File: config.mk
export PLATFORM = sky130hd
export DESIGN_NAME = spi_cmd_master
export DESIGN_NICKNAME = d
export VERILOG_FILES = /design/src/design/spi_cmd_pkg.sv /design/src/design/spi_cmd_capture.sv /design/src/design/spi_frame_seq.sv /design/src/design/spi_bit_engine.sv /design/src/design/spi_cmd_master.sv
export VERILOG_INCLUDE_DIRS = /design/src /design/src/design
export SDC_FILE = /design/constraint.sdc
export NUM_CORES = 1
export LEC_CHECK = 0
export BUFFER_PORTS_ARGS = -buffer_cell sky130_fd_sc_hd__clkbuf_2
export CORE_ASPECT_RATIO = 1.25
export CORE_MARGIN = 4
export CORE_UTILIZATION = 45
export CTS_CLUSTER_DIAMETER = 120
export CTS_CLUSTER_SIZE = 20
export DETAILED_ROUTE_END_ITERATION = 10
export GPL_TIMING_DRIVEN = 0
export PLACE_DENSITY = 0.69
export SYNTH_ARGS = -nofsm -noshare
export SYNTH_HDL_FRONTEND = slang
export SYNTH_SLANG_ARGS = --single-unit
File: constraint.sdc
create_clock -name clk -period 2.97 [get_ports clk]
set_clock_uncertainty 0.15 [all_clocks]
set_input_delay 0.4455 -clock clk [delete_from_list [all_inputs] [get_ports clk]]
set_output_delay 0.4455 -clock clk [all_outputs]
set_load 0.005 [all_outputs]
File: src/design/spi_cmd_settings.svh
`ifndef SPI_CMD_SETTINGS_SVH
`define SPI_CMD_SETTINGS_SVH

// command word, flag + address + write data.
`define SPI_CMD_WIDTH 12

// read data returned from the slave.
`define SPI_READ_WIDTH 8

// clk cycles per sclk half period.
`define SPI_SCLK_HALF 4

// cs high time between read header and read data, in clk cycles.
`define SPI_READ_GAP 100

`endif

File: src/design/spi_cmd_pkg.sv
`include "spi_cmd_settings.svh"

package spi_cmd_pkg;

  // header of a read frame is flag + address.
  localparam int SPI_HDR_BITS = `SPI_CMD_WIDTH - `SPI_READ_WIDTH;
  localparam int SPI_ADDR_BITS = SPI_HDR_BITS - 1;

  // bit 11 first, matches the raw command layout.
  typedef struct packed {
    logic                       is_write; // 1 write, 0 read.
    logic [SPI_ADDR_BITS-1:0]   addr;
    logic [`SPI_READ_WIDTH-1:0] wdata;
  } spi_cmd_t;

  // one request to the bit engine.
  typedef struct packed {
    logic [`SPI_CMD_WIDTH-1:0] tx_word; // left aligned, msb out first.
    logic [3:0]                nbits;   // 1 to 12.
  } spi_shift_req_t;

endpackage

File: src/design/spi_cmd_capture.sv
`timescale 1ns/10ps
`include "spi_cmd_settings.svh"

module spi_cmd_capture (
  input  logic                      clk,
  input  logic                      rst_n,
  input  logic [`SPI_CMD_WIDTH-1:0] cmd_in,
  input  logic                      cmd_vld,
  output logic                      cmd_rdy,
  output spi_cmd_pkg::spi_cmd_t     cmd,
  output logic                      cmd_valid,
  input  logic                      cmd_take
);

  import spi_cmd_pkg::*;

  logic                      full;
  logic [`SPI_CMD_WIDTH-1:0] cmd_buf;
  logic                      accept;

  // ready only while the single slot is free.
  assign cmd_rdy = ~full;
  assign accept  = cmd_vld & cmd_rdy;

  always_ff @(posedge clk or negedge rst_n)
  begin
    if (!rst_n)
    begin
      full <= 1'b0;
    end
    else if (accept)
    begin
      full <= 1'b1;
    end
    else if (cmd_take)
    begin
      full <= 1'b0; // sequencer has it now.
    end
  end

  always_ff @(posedge clk)
  begin
    if (accept)
    begin
      cmd_buf <= cmd_in;
    end
  end

  // raw word maps straight onto the struct.
  assign cmd       = spi_cmd_t'(cmd_buf);
  assign cmd_valid = full;

  // the sequencer may only take what is on offer.
  a_take_needs_valid: assert property (
    @(posedge clk) disable iff (!rst_n)
    cmd_take |-> cmd_valid
  ) else $error("cmd_take with no buffered command");

endmodule

File: src/design/spi_frame_seq.sv
`timescale 1ns/10ps
`include "spi_cmd_settings.svh"

module spi_frame_seq (
  input  logic                        clk,
  input  logic                        rst_n,
  input  spi_cmd_pkg::spi_cmd_t       cmd,
  input  logic                        cmd_valid,
  output logic                        cmd_take,
  output spi_cmd_pkg::spi_shift_req_t shift_req,
  output logic                        shift_start,
  input  logic                        shift_done,
  input  logic [`SPI_READ_WIDTH-1:0]  rx_bits,
  output logic                        cs,
  output logic                        read_vld,
  output logic [`SPI_READ_WIDTH-1:0]  read_data
);

  import spi_cmd_pkg::*;

  localparam int GAP_W = $clog2(`SPI_READ_GAP + 1);
  localparam logic [GAP_W-1:0] GAP_LAST = GAP_W'(`SPI_READ_GAP - 1);

  typedef enum logic [2:0] {
    ST_IDLE,
    ST_WRITE,
    ST_RD_HDR,
    ST_GAP,
    ST_RD_DATA
  } state_t;

  state_t           state;
  logic [GAP_W-1:0] gap_cnt;
  logic             gap_end;

  // take only when idle.
  assign cmd_take = (state == ST_IDLE) && cmd_valid;
  assign gap_end  = (state == ST_GAP) && (gap_cnt == GAP_LAST);

  always_ff @(posedge clk or negedge rst_n)
  begin
    if (!rst_n)
    begin
      state       <= ST_IDLE;
      cs          <= 1'b1;
      shift_start <= 1'b0;
      read_vld    <= 1'b0;
      gap_cnt     <= '0;
    end
    else
    begin
      shift_start <= 1'b0;
      read_vld    <= 1'b0;
      case (state)
        ST_IDLE:
        begin
          if (cmd_valid)
          begin
            cs          <= 1'b0;
            shift_start <= 1'b1;
            state       <= cmd.is_write ? ST_WRITE : ST_RD_HDR;
          end
        end
        ST_WRITE:
        begin
          // cs back high first, idle one cycle later.
          if (shift_done)
            cs <= 1'b1;
          else if (cs)
            state <= ST_IDLE;
        end
        ST_RD_HDR:
        begin
          if (shift_done)
          begin
            cs      <= 1'b1;
            gap_cnt <= '0;
            state   <= ST_GAP;
          end
        end
        ST_GAP:
        begin
          if (gap_end)
          begin
            cs          <= 1'b0; // open the data frame.
            shift_start <= 1'b1;
            state       <= ST_RD_DATA;
          end
          else
            gap_cnt <= gap_cnt + 1'b1;
        end
        ST_RD_DATA:
        begin
          if (shift_done)
          begin
            cs       <= 1'b1;
            read_vld <= 1'b1;
          end
          else if (cs)
            state <= ST_IDLE;
        end
        default:
        begin
          state <= ST_IDLE;
          cs    <= 1'b1;
        end
      endcase
    end
  end

  // shift request and read result.
  always_ff @(posedge clk)
  begin
    if (cmd_take)
    begin
      if (cmd.is_write)
        shift_req <= '{tx_word: cmd, nbits: 4'(`SPI_CMD_WIDTH)};
      else
        shift_req <= '{tx_word: {cmd.is_write, cmd.addr, {`SPI_READ_WIDTH{1'b0}}},
                       nbits: 4'(SPI_HDR_BITS)};
    end
    else if (gap_end)
    begin
      shift_req <= '{tx_word: '0, nbits: 4'(`SPI_READ_WIDTH)}; // mosi held low.
    end
    if (state == ST_RD_DATA && shift_done)
      read_data <= rx_bits;
  end

  a_gap_cs_high: assert property (
    @(posedge clk) disable iff (!rst_n)
    (state == ST_RD_HDR && shift_done) |=> cs [*`SPI_READ_GAP]
  ) else $error("cs dropped during read gap");

  // every shift opens a frame in the same cycle.
  a_start_at_frame: assert property (
    @(posedge clk) disable iff (!rst_n)
    shift_start |-> $fell(cs)
  ) else $error("shift_start outside a frame start");

endmodule

File: src/design/spi_bit_engine.sv
`timescale 1ns/10ps
`include "spi_cmd_settings.svh"

module spi_bit_engine (
  input  logic                        clk,
  input  logic                        rst_n,
  input  spi_cmd_pkg::spi_shift_req_t shift_req,
  input  logic                        shift_start,
  output logic                        shift_done,
  output logic [`SPI_READ_WIDTH-1:0]  rx_bits,
  output logic                        sclk,
  output logic                        mosi,
  input  logic                        miso
);

  import spi_cmd_pkg::*;

  localparam int TX_W   = `SPI_CMD_WIDTH;
  localparam int RX_W   = `SPI_READ_WIDTH;
  localparam int HALF_W = $clog2(`SPI_SCLK_HALF + 1);
  localparam logic [HALF_W-1:0] HALF_LAST = HALF_W'(`SPI_SCLK_HALF - 1);

  logic              busy;
  logic [HALF_W-1:0] half_cnt;
  logic [3:0]        bit_cnt;   // bits still to go.
  logic [TX_W-1:0]   tx_sreg;
  logic [RX_W-1:0]   rx_sreg;
  logic              half_edge;

  // sclk flips on this cycle's edge.
  assign half_edge = busy && (half_cnt == HALF_LAST);

  always_ff @(posedge clk or negedge rst_n)
  begin
    if (!rst_n)
    begin
      busy       <= 1'b0;
      half_cnt   <= '0;
      bit_cnt    <= '0;
      sclk       <= 1'b0;
      mosi       <= 1'b0;
      shift_done <= 1'b0;
    end
    else
    begin
      shift_done <= 1'b0;
      if (shift_start)
      begin
        busy     <= 1'b1;
        half_cnt <= '0;
        bit_cnt  <= shift_req.nbits;
        sclk     <= 1'b0;
        mosi     <= shift_req.tx_word[TX_W-1]; // first bit right away.
      end
      else if (half_edge)
      begin
        half_cnt <= '0;
        sclk     <= ~sclk;
        if (sclk)
        begin
          // falling edge, next bit or finish.
          bit_cnt <= bit_cnt - 1'b1;
          if (bit_cnt == 4'd1)
          begin
            busy       <= 1'b0;
            shift_done <= 1'b1;
            mosi       <= 1'b0;
          end
          else
            mosi <= tx_sreg[TX_W-2];
        end
      end
      else if (busy)
      begin
        half_cnt <= half_cnt + 1'b1;
      end
    end
  end

  // shift registers.
  always_ff @(posedge clk)
  begin
    if (shift_start)
    begin
      tx_sreg <= shift_req.tx_word;
      rx_sreg <= '0;
    end
    else if (half_edge)
    begin
      if (!sclk)
        rx_sreg <= {rx_sreg[RX_W-2:0], miso}; // rising edge sample.
      else
        tx_sreg <= {tx_sreg[TX_W-2:0], 1'b0};
    end
  end

  assign rx_bits = rx_sreg;

  a_no_start_busy: assert property (
    @(posedge clk) disable iff (!rst_n)
    shift_start |-> !busy
  ) else $error("shift_start while a shift is running");

endmodule

File: src/design/spi_cmd_master.sv
`timescale 1ns/10ps
`include "spi_cmd_settings.svh"

module spi_cmd_master (
  input  logic                       clk,
  input  logic                       rst_n,
  input  logic [`SPI_CMD_WIDTH-1:0]  cmd_in,
  input  logic                       cmd_vld,
  output logic                       cmd_rdy,
  output logic                       sclk,
  output logic                       cs,
  output logic                       mosi,
  input  logic                       miso,
  output logic                       read_vld,
  output logic [`SPI_READ_WIDTH-1:0] read_data
);

  import spi_cmd_pkg::*;

  spi_cmd_t                   cmd;
  logic                       cmd_valid;
  logic                       cmd_take;
  spi_shift_req_t             shift_req;
  logic                       shift_start;
  logic                       shift_done;
  logic [`SPI_READ_WIDTH-1:0] rx_bits;

  // stage 1, one command of lookahead.
  spi_cmd_capture u_capture (
    .clk       (clk),
    .rst_n     (rst_n),
    .cmd_in    (cmd_in),
    .cmd_vld   (cmd_vld),
    .cmd_rdy   (cmd_rdy),
    .cmd       (cmd),
    .cmd_valid (cmd_valid),
    .cmd_take  (cmd_take)
  );

  spi_frame_seq u_seq (
    .clk         (clk),
    .rst_n       (rst_n),
    .cmd         (cmd),
    .cmd_valid   (cmd_valid),
    .cmd_take    (cmd_take),
    .shift_req   (shift_req),
    .shift_start (shift_start),
    .shift_done  (shift_done),
    .rx_bits     (rx_bits),
    .cs          (cs),
    .read_vld    (read_vld),
    .read_data   (read_data)
  );

  spi_bit_engine u_engine (
    .clk         (clk),
    .rst_n       (rst_n),
    .shift_req   (shift_req),
    .shift_start (shift_start),
    .shift_done  (shift_done),
    .rx_bits     (rx_bits),
    .sclk        (sclk),
    .mosi        (mosi),
    .miso        (miso)
  );

endmodule

==> After elaboration in Yosys (flattened, before gate mapping) <==
Cells that the tools add are included.
Widths: inputs -> output; s select.
{ "totals": {"register_bits": 80, "output_inout_bits": 13, "word_cells": 105} }
{ "classes": {"addsub": 3, "n_eq_ne": 14, "n_mux": 47, "bitwise_logic": 3, "n_reduce_logical": 20} }
{ "op_table": {"columns": ["op", "count"], "rows": [
  ["$mux 16", 3],
  ["$mux 11", 3],
  ["$mux 3", 8],
  ["$mux 1", 23],
  ["$mux 7", 2],
  ["$pmux 7 s2", 1],
  ["$mux 4", 3],
  ["$pmux 3 s4", 1],
  ["$reduce_bool 2->1", 6],
  ["$eq 3x2->1 const B", 3],
  ["$reduce_and 3->1", 3],
  ["$ne 2x1->1 const B", 4],
  ["$add 7x1->7 const B", 1],
  ["$eq 7x7->1 const B", 1],
  ["$ne 2x2->1 const B", 3],
  ["$reduce_and 5->1", 1],
  ["$eq 4x1->1 const B", 1],
  ["$logic_and 1x1->1", 4],
  ["$reduce_and 2->1", 2],
  ["$sub 4x1->4 const B", 1],
  ["$add 3x1->3 const B", 1],
  ["$eq 3x1->1 const B", 1],
  ["$eq 3x3->1 const B", 1],
  ["$logic_not 3->1", 1],
  ["8 further kinds", 9]
]} }

==> Longest topological paths before layout <==
{ "depth": {"ltp_word": 5, "ltp_mapped": 6} }

==> Hierarchy <==
Synthesis repeated with hierarchy kept, for this count alone.
{ "hier_totals": {"hier_cells": 251, "hier_area_um2": 3314.4} }
{ "modules_own_cells": {"columns": ["mod", "instances", "cells_each", "area_per_inst_um2", "seq_area_each_um2"], "rows": [
  ["spi_frame_seq", 1, 118, 1565.3, 987.2],
  ["spi_bit_engine", 1, 117, 1343.8, 765.7],
  ["spi_cmd_capture", 1, 16, 405.4, 385.4]
]} }

==> Worst setup path after synthesis <==
No wires, ideal clock.
{ "synth_timing": {"path_kind": "reg-to-reg", "startpoint": "register u_seq.gap_cnt[0]", "endpoint": "register u_seq.shift_req[10] (netlist name)", "setup_ps": 390, "arrival_time_ps": 1675, "required_time_ps": 2430, "setup_slack_ps": 756, "path_stages_with_launch": 5, "path_buffers": 0, "period_less_slack_ps": 2214, "cell_sequence": "dfrtp_1 > ha_1 > and4bb_2 > nand3_4 > o21bai_1"} }
{ "synth_between": {"elab_chain_len": 3} }
{ "synth_rtl": {"columns": ["element", "line_no", "rtl"], "rows": [
  ["start: declaration", "spi_frame_seq.sv:33", "logic [GAP_W-1:0] gap_cnt;"],
  ["start signal: assignment", "spi_frame_seq.sv:90", "gap_cnt <= gap_cnt + 1'b1;"],
  ["$eq 7x7->1", "spi_frame_seq.sv:38", "assign gap_end = (state == ST_GAP) && (gap_cnt == GAP_LAST);"],
  ["$logic_and 1x1->1", "spi_frame_seq.sv:38", null],
  ["$reduce_bool 2->1 (no source line)", null, null]
]} }
No other way between the ends.
A chain may end at the register's enable or synchronous reset.

==> Final worst setup path <==
{ "layout_timing": {"startpoint": "register u_seq.gap_cnt[0]", "endpoint": "register u_seq.shift_req[15] (netlist name)"} }
{ "layout_between": {"elab_chain_len": 3} }
{ "layout_rtl": {"columns": ["element", "line_no"], "rows": [
  ["$eq 7x7->1", "spi_frame_seq.sv:38"],
  ["$logic_and 1x1->1", "spi_frame_seq.sv:38"],
  ["$reduce_bool 2->1 (no source line)", null]
]} }
No other way between the ends.

==> out/metrics.yaml <==
critical_path:
  timing.critical_path.arrival_ps: 2420
  worst_setup_path_end_kind: "flop"
  setup.worst_path.start_class: "flop"
  crit_cells: 4
  critical_path.n_buffers_inverters: 0
  cp-endpoint: "u_seq.shift_req[15]$_SDFFCE_PN0P_"
  max_stage_delay_ps: 1070
  worst_path_max_delay_cell: "sky130_fd_sc_hd__o21bai_1"
  r2r_depth: 4
  worst-r2r-setup-slack_ps: 350
  criticalPathCategory: "flop to flop"
  crit_path_cell_trace: "ha_1 > and4bb_2 > nand3_4 > o21bai_1"
  crit_path_from: "u_seq.gap_cnt[0]$_DFFE_PN0P_"
  reg_to_reg_critical_path_endpoint: "u_seq.shift_req[15]$_SDFFCE_PN0P_"
  worstPathMaxFanout: 15
  critical-path-top-delay-family: "compound AO/OA/AOI/OAI gates"
  required_ps: 2770
  timing.rr.start: "u_seq.gap_cnt[0]$_DFFE_PN0P_"
clocking:
  clock_slew_at_the_register_clock_pins_of_the_worst_setup_and_hold_paths_ps: 80
  cts_buffer_depth: 2
  clock_latency_ps: 340
  htreeDepth: 3
  root_buffer: "sky130_fd_sc_hd__clkbuf_8"
  cts_repair_resize_count: 0
  cts.sink_count: 78
  cts_tree: "built"
  inserted_clock_buffers: 9
status:
  status: "completed"
die:
  floorplan.die.height_um: 102
  die_width_um: 83.3
  floorplan.io_pins: 29
  floorplan.initialDensity_pct: 46.0
  rows: 34
  die_area_um2: 8500
  core_um2: 6930
routing:
  post_drt_via_cell_ratio: 5.06
  route.vias.total: 1888
  number_of_iterations_in_the_first_detailed_routing_pass: 4
  drc: 0
  route.detailed.wl_per_inst_um: 13.5
  postRouteWirelength_um: 5040
  drt_first_iter_violations: 103
  ant_nets: 0
final_layout:
  postLayoutCellArea_um2: 3640
  num_antenna_cells: 0
  multiInputGateArea_um2: 941
  final_cells: 373
  fill_count: 601
  post_route_cells_drive_above_1_share_pct: 26.1
  num-nets-final: 298
  final_core_density_pct: 52.5
  area_growth_pct: 14.2
  ff_latch_area_um2: 2140
synthesis:
  synth_top_cell_area_share_pct: 42.4
  cell_types_with_the_largest_area_share_after_synthesis: "sky130_fd_sc_hd__edfxtp_1 42%, sky130_fd_sc_hd__dfrtp_1 19%, sky130_fd_sc_hd__dfxtp_1 5.0%, sky130_fd_sc_hd__mux2_2 3.9%, sky130_fd_sc_hd__nand2_1 3.4%"
  ys_warn_count: 0
  synth_seq_cells: 78
  summed_instance_area_of_the_synthesized_netlist_um2: 3190
  synth-seq-area-share_pct: 67.1
  synth_cells: 238
  dominantRegCellSynth: "sky130_fd_sc_hd__edfxtp_1"
  syn_nets: 258
  synth_commonest_cells: "45 x sky130_fd_sc_hd__edfxtp_1, 29 x sky130_fd_sc_hd__nand2_1, 24 x sky130_fd_sc_hd__dfrtp_1"
  yosysUniqueCellTypes: 46
  synthArstFlopShare_pct: 32.1
  yosysTopAreaCell: "sky130_fd_sc_hd__edfxtp_1"
  synth_edf_count: 45
  average_cell_area_after_synthesis_um2: 13.4
  synthMostInstantiatedCell: "sky130_fd_sc_hd__edfxtp_1"
power_and_ir_drop:
  power_mw: 2.86
  static-leakage-power_nw: 1.47
  irDropWorstVdd_mv: 0.436
  power_density_nw_per_um2: 786
timing:
  timing.final.max_slew_violations: 0
  setup_slack_ps: 351
  period_needed_ps: 2620
  max_slew_margin_pct: 9.47
  highest_attainable_clock_frequency_mhz: 382
  timing_hold_violations_final: 0
  fin_worst_hold_slack_ps: 124
  unrepaired_setup_endpoints_after_global_routing: "false"
  totalNegativeSetupSlack_ps: 0
  setup-violations-final: 0
  worst-slew-pin-transition_ps: 1360
  fraction_of_the_cycle_the_final_worst_path_needs_pct: 88.2
placed_design:
  placed_cell_area_um2: 3440
  numPortBuffers: 28
  dp_cells: 356
  post-place-ws_ps: 326
  hpwlAfterDp_um: 3450
  gpl.final_weighted_congestion: 0.803
global_route:
  pin_count_of_the_biggest_net_entering_global_routing: 26
  first_pass_grt_wire_length_um: 8870
  grt_use_total_pct: 13.4
  grt_antenna_before_repair: 0
  sum_of_overflow_across_all_layers_after_global_routing: 0
  grt_pass1_vias: 1897
job:
  drv_cap: 0
hold_path:
  min_path_type: "input pin to flop"
## final cells by class
cell class	instances	share of cell area (%)
timing repair buffer	29	4.13
clock buffer	12	4.26
inverter	9	0.928
buffer	11	2.17
clock inverter	4	0.825
tap	90	3.09
multi-input combinational	140	25.9
sequential	78	58.7
## report_power, final
part	switching, mW	internal, mW
Sequential	0.148	1.37
Combinational	0.316	0.297
Clock	0.376	0.353
## worst reg2reg max path, delay by kind of cell, from the launching register on
kind | cells | cell delay (ps)
compound gates | 1 | 1070
simple gates | 2 | 410
flops | 1 | 390
fa+ha+maj | 1 | 220
## layer usage
metal	up-vias	global-route usage (%)	routed length, um
met5	-	0	0
met4	0	6.04	90
met3	8	4.19	198
met2	43	22.4	2540
met1	911	15.9	2210
li1	926	-	-
## cell families (layout without fill, tap and decap cells)
family / count (synthesis) / count (layout) / share of synthesized area, %
XOR/XNOR: 6 / 6 / 1.65
flip-flops: 78 / 78 / 67.1
AO/OA/AOI/OAI: 34 / 34 / 7.34
adder cells (fa/ha/maj): 4 / 4 / 1.57
AND/OR/NAND/NOR: 81 / 81 / 13.7
multiplexers: 15 / 15 / 5.14
buffers and inverters: 20 / 65 / 3.53
## worst min-delay path by stage
| stage | startpoint | to | slack, ps | depth (start not counted) |
|---|---|---|---|---|
| floorplan | rst_n | u_capture.cmd_valid$_DFFE_PN0P_ | -0.09 | 0 |
| global placement | u_engine.rx_bits[7]$_SDFFE_PP0P_ | u_seq.read_data[7]$_DFFE_PP_ | 270 | 0 |
| detailed placement | u_engine.rx_bits[7]$_SDFFE_PP0P_ | u_seq.read_data[7]$_DFFE_PP_ | 270 | 0 |
| CTS | cmd_in[10] | u_capture.cmd[10]$_DFFE_PP_ | 110 | 1 |
| global route | cmd_in[4] | u_capture.cmd[4]$_DFFE_PP_ | 100 | 1 |
| finish | cmd_in[10] | u_capture.cmd[10]$_DFFE_PP_ | 120 | 1 |
## state kept, by name, indices dropped and copies added, names as in the netlist, 3 cells and up
register           cells
u_engine.bit_cnt       4
u_seq.state            3
u_seq.read_data        8
u_engine.tx_sreg      11
u_engine.half_cnt      3
u_engine.rx_bits       8
u_seq.shift_req       14
u_capture.cmd         12
u_seq.gap_cnt          7
## what timing repair did
item                                   4_1_cts  5_1_grt
buffers inserted                             0        0
hold buffers                                 1        0
endpoints found under the hold margin       19        0
## layout by cell type, fill, tap and decap left out, drive strengths merged, types with 3 or more instances in the layout
master | Yosys | layout
a21oi | 13 | 13
and2 | 6 | 6
and3 | 11 | 11
buf | 8 | 8
clkbuf | 3 | 43
dfrtp | 24 | 24
dfxtp | 8 | 8
edfxtp | 45 | 45
ha | 4 | 4
inv | 9 | 11
mux2 | 11 | 11
mux2i | 4 | 4
nand2 | 29 | 29
nand3 | 5 | 5
nand4 | 3 | 3
nor2 | 13 | 13
nor2b | 4 | 4
o21ai | 3 | 3
xnor2 | 5 | 5
Note: power is estimated with default switching activity, not from simulation.
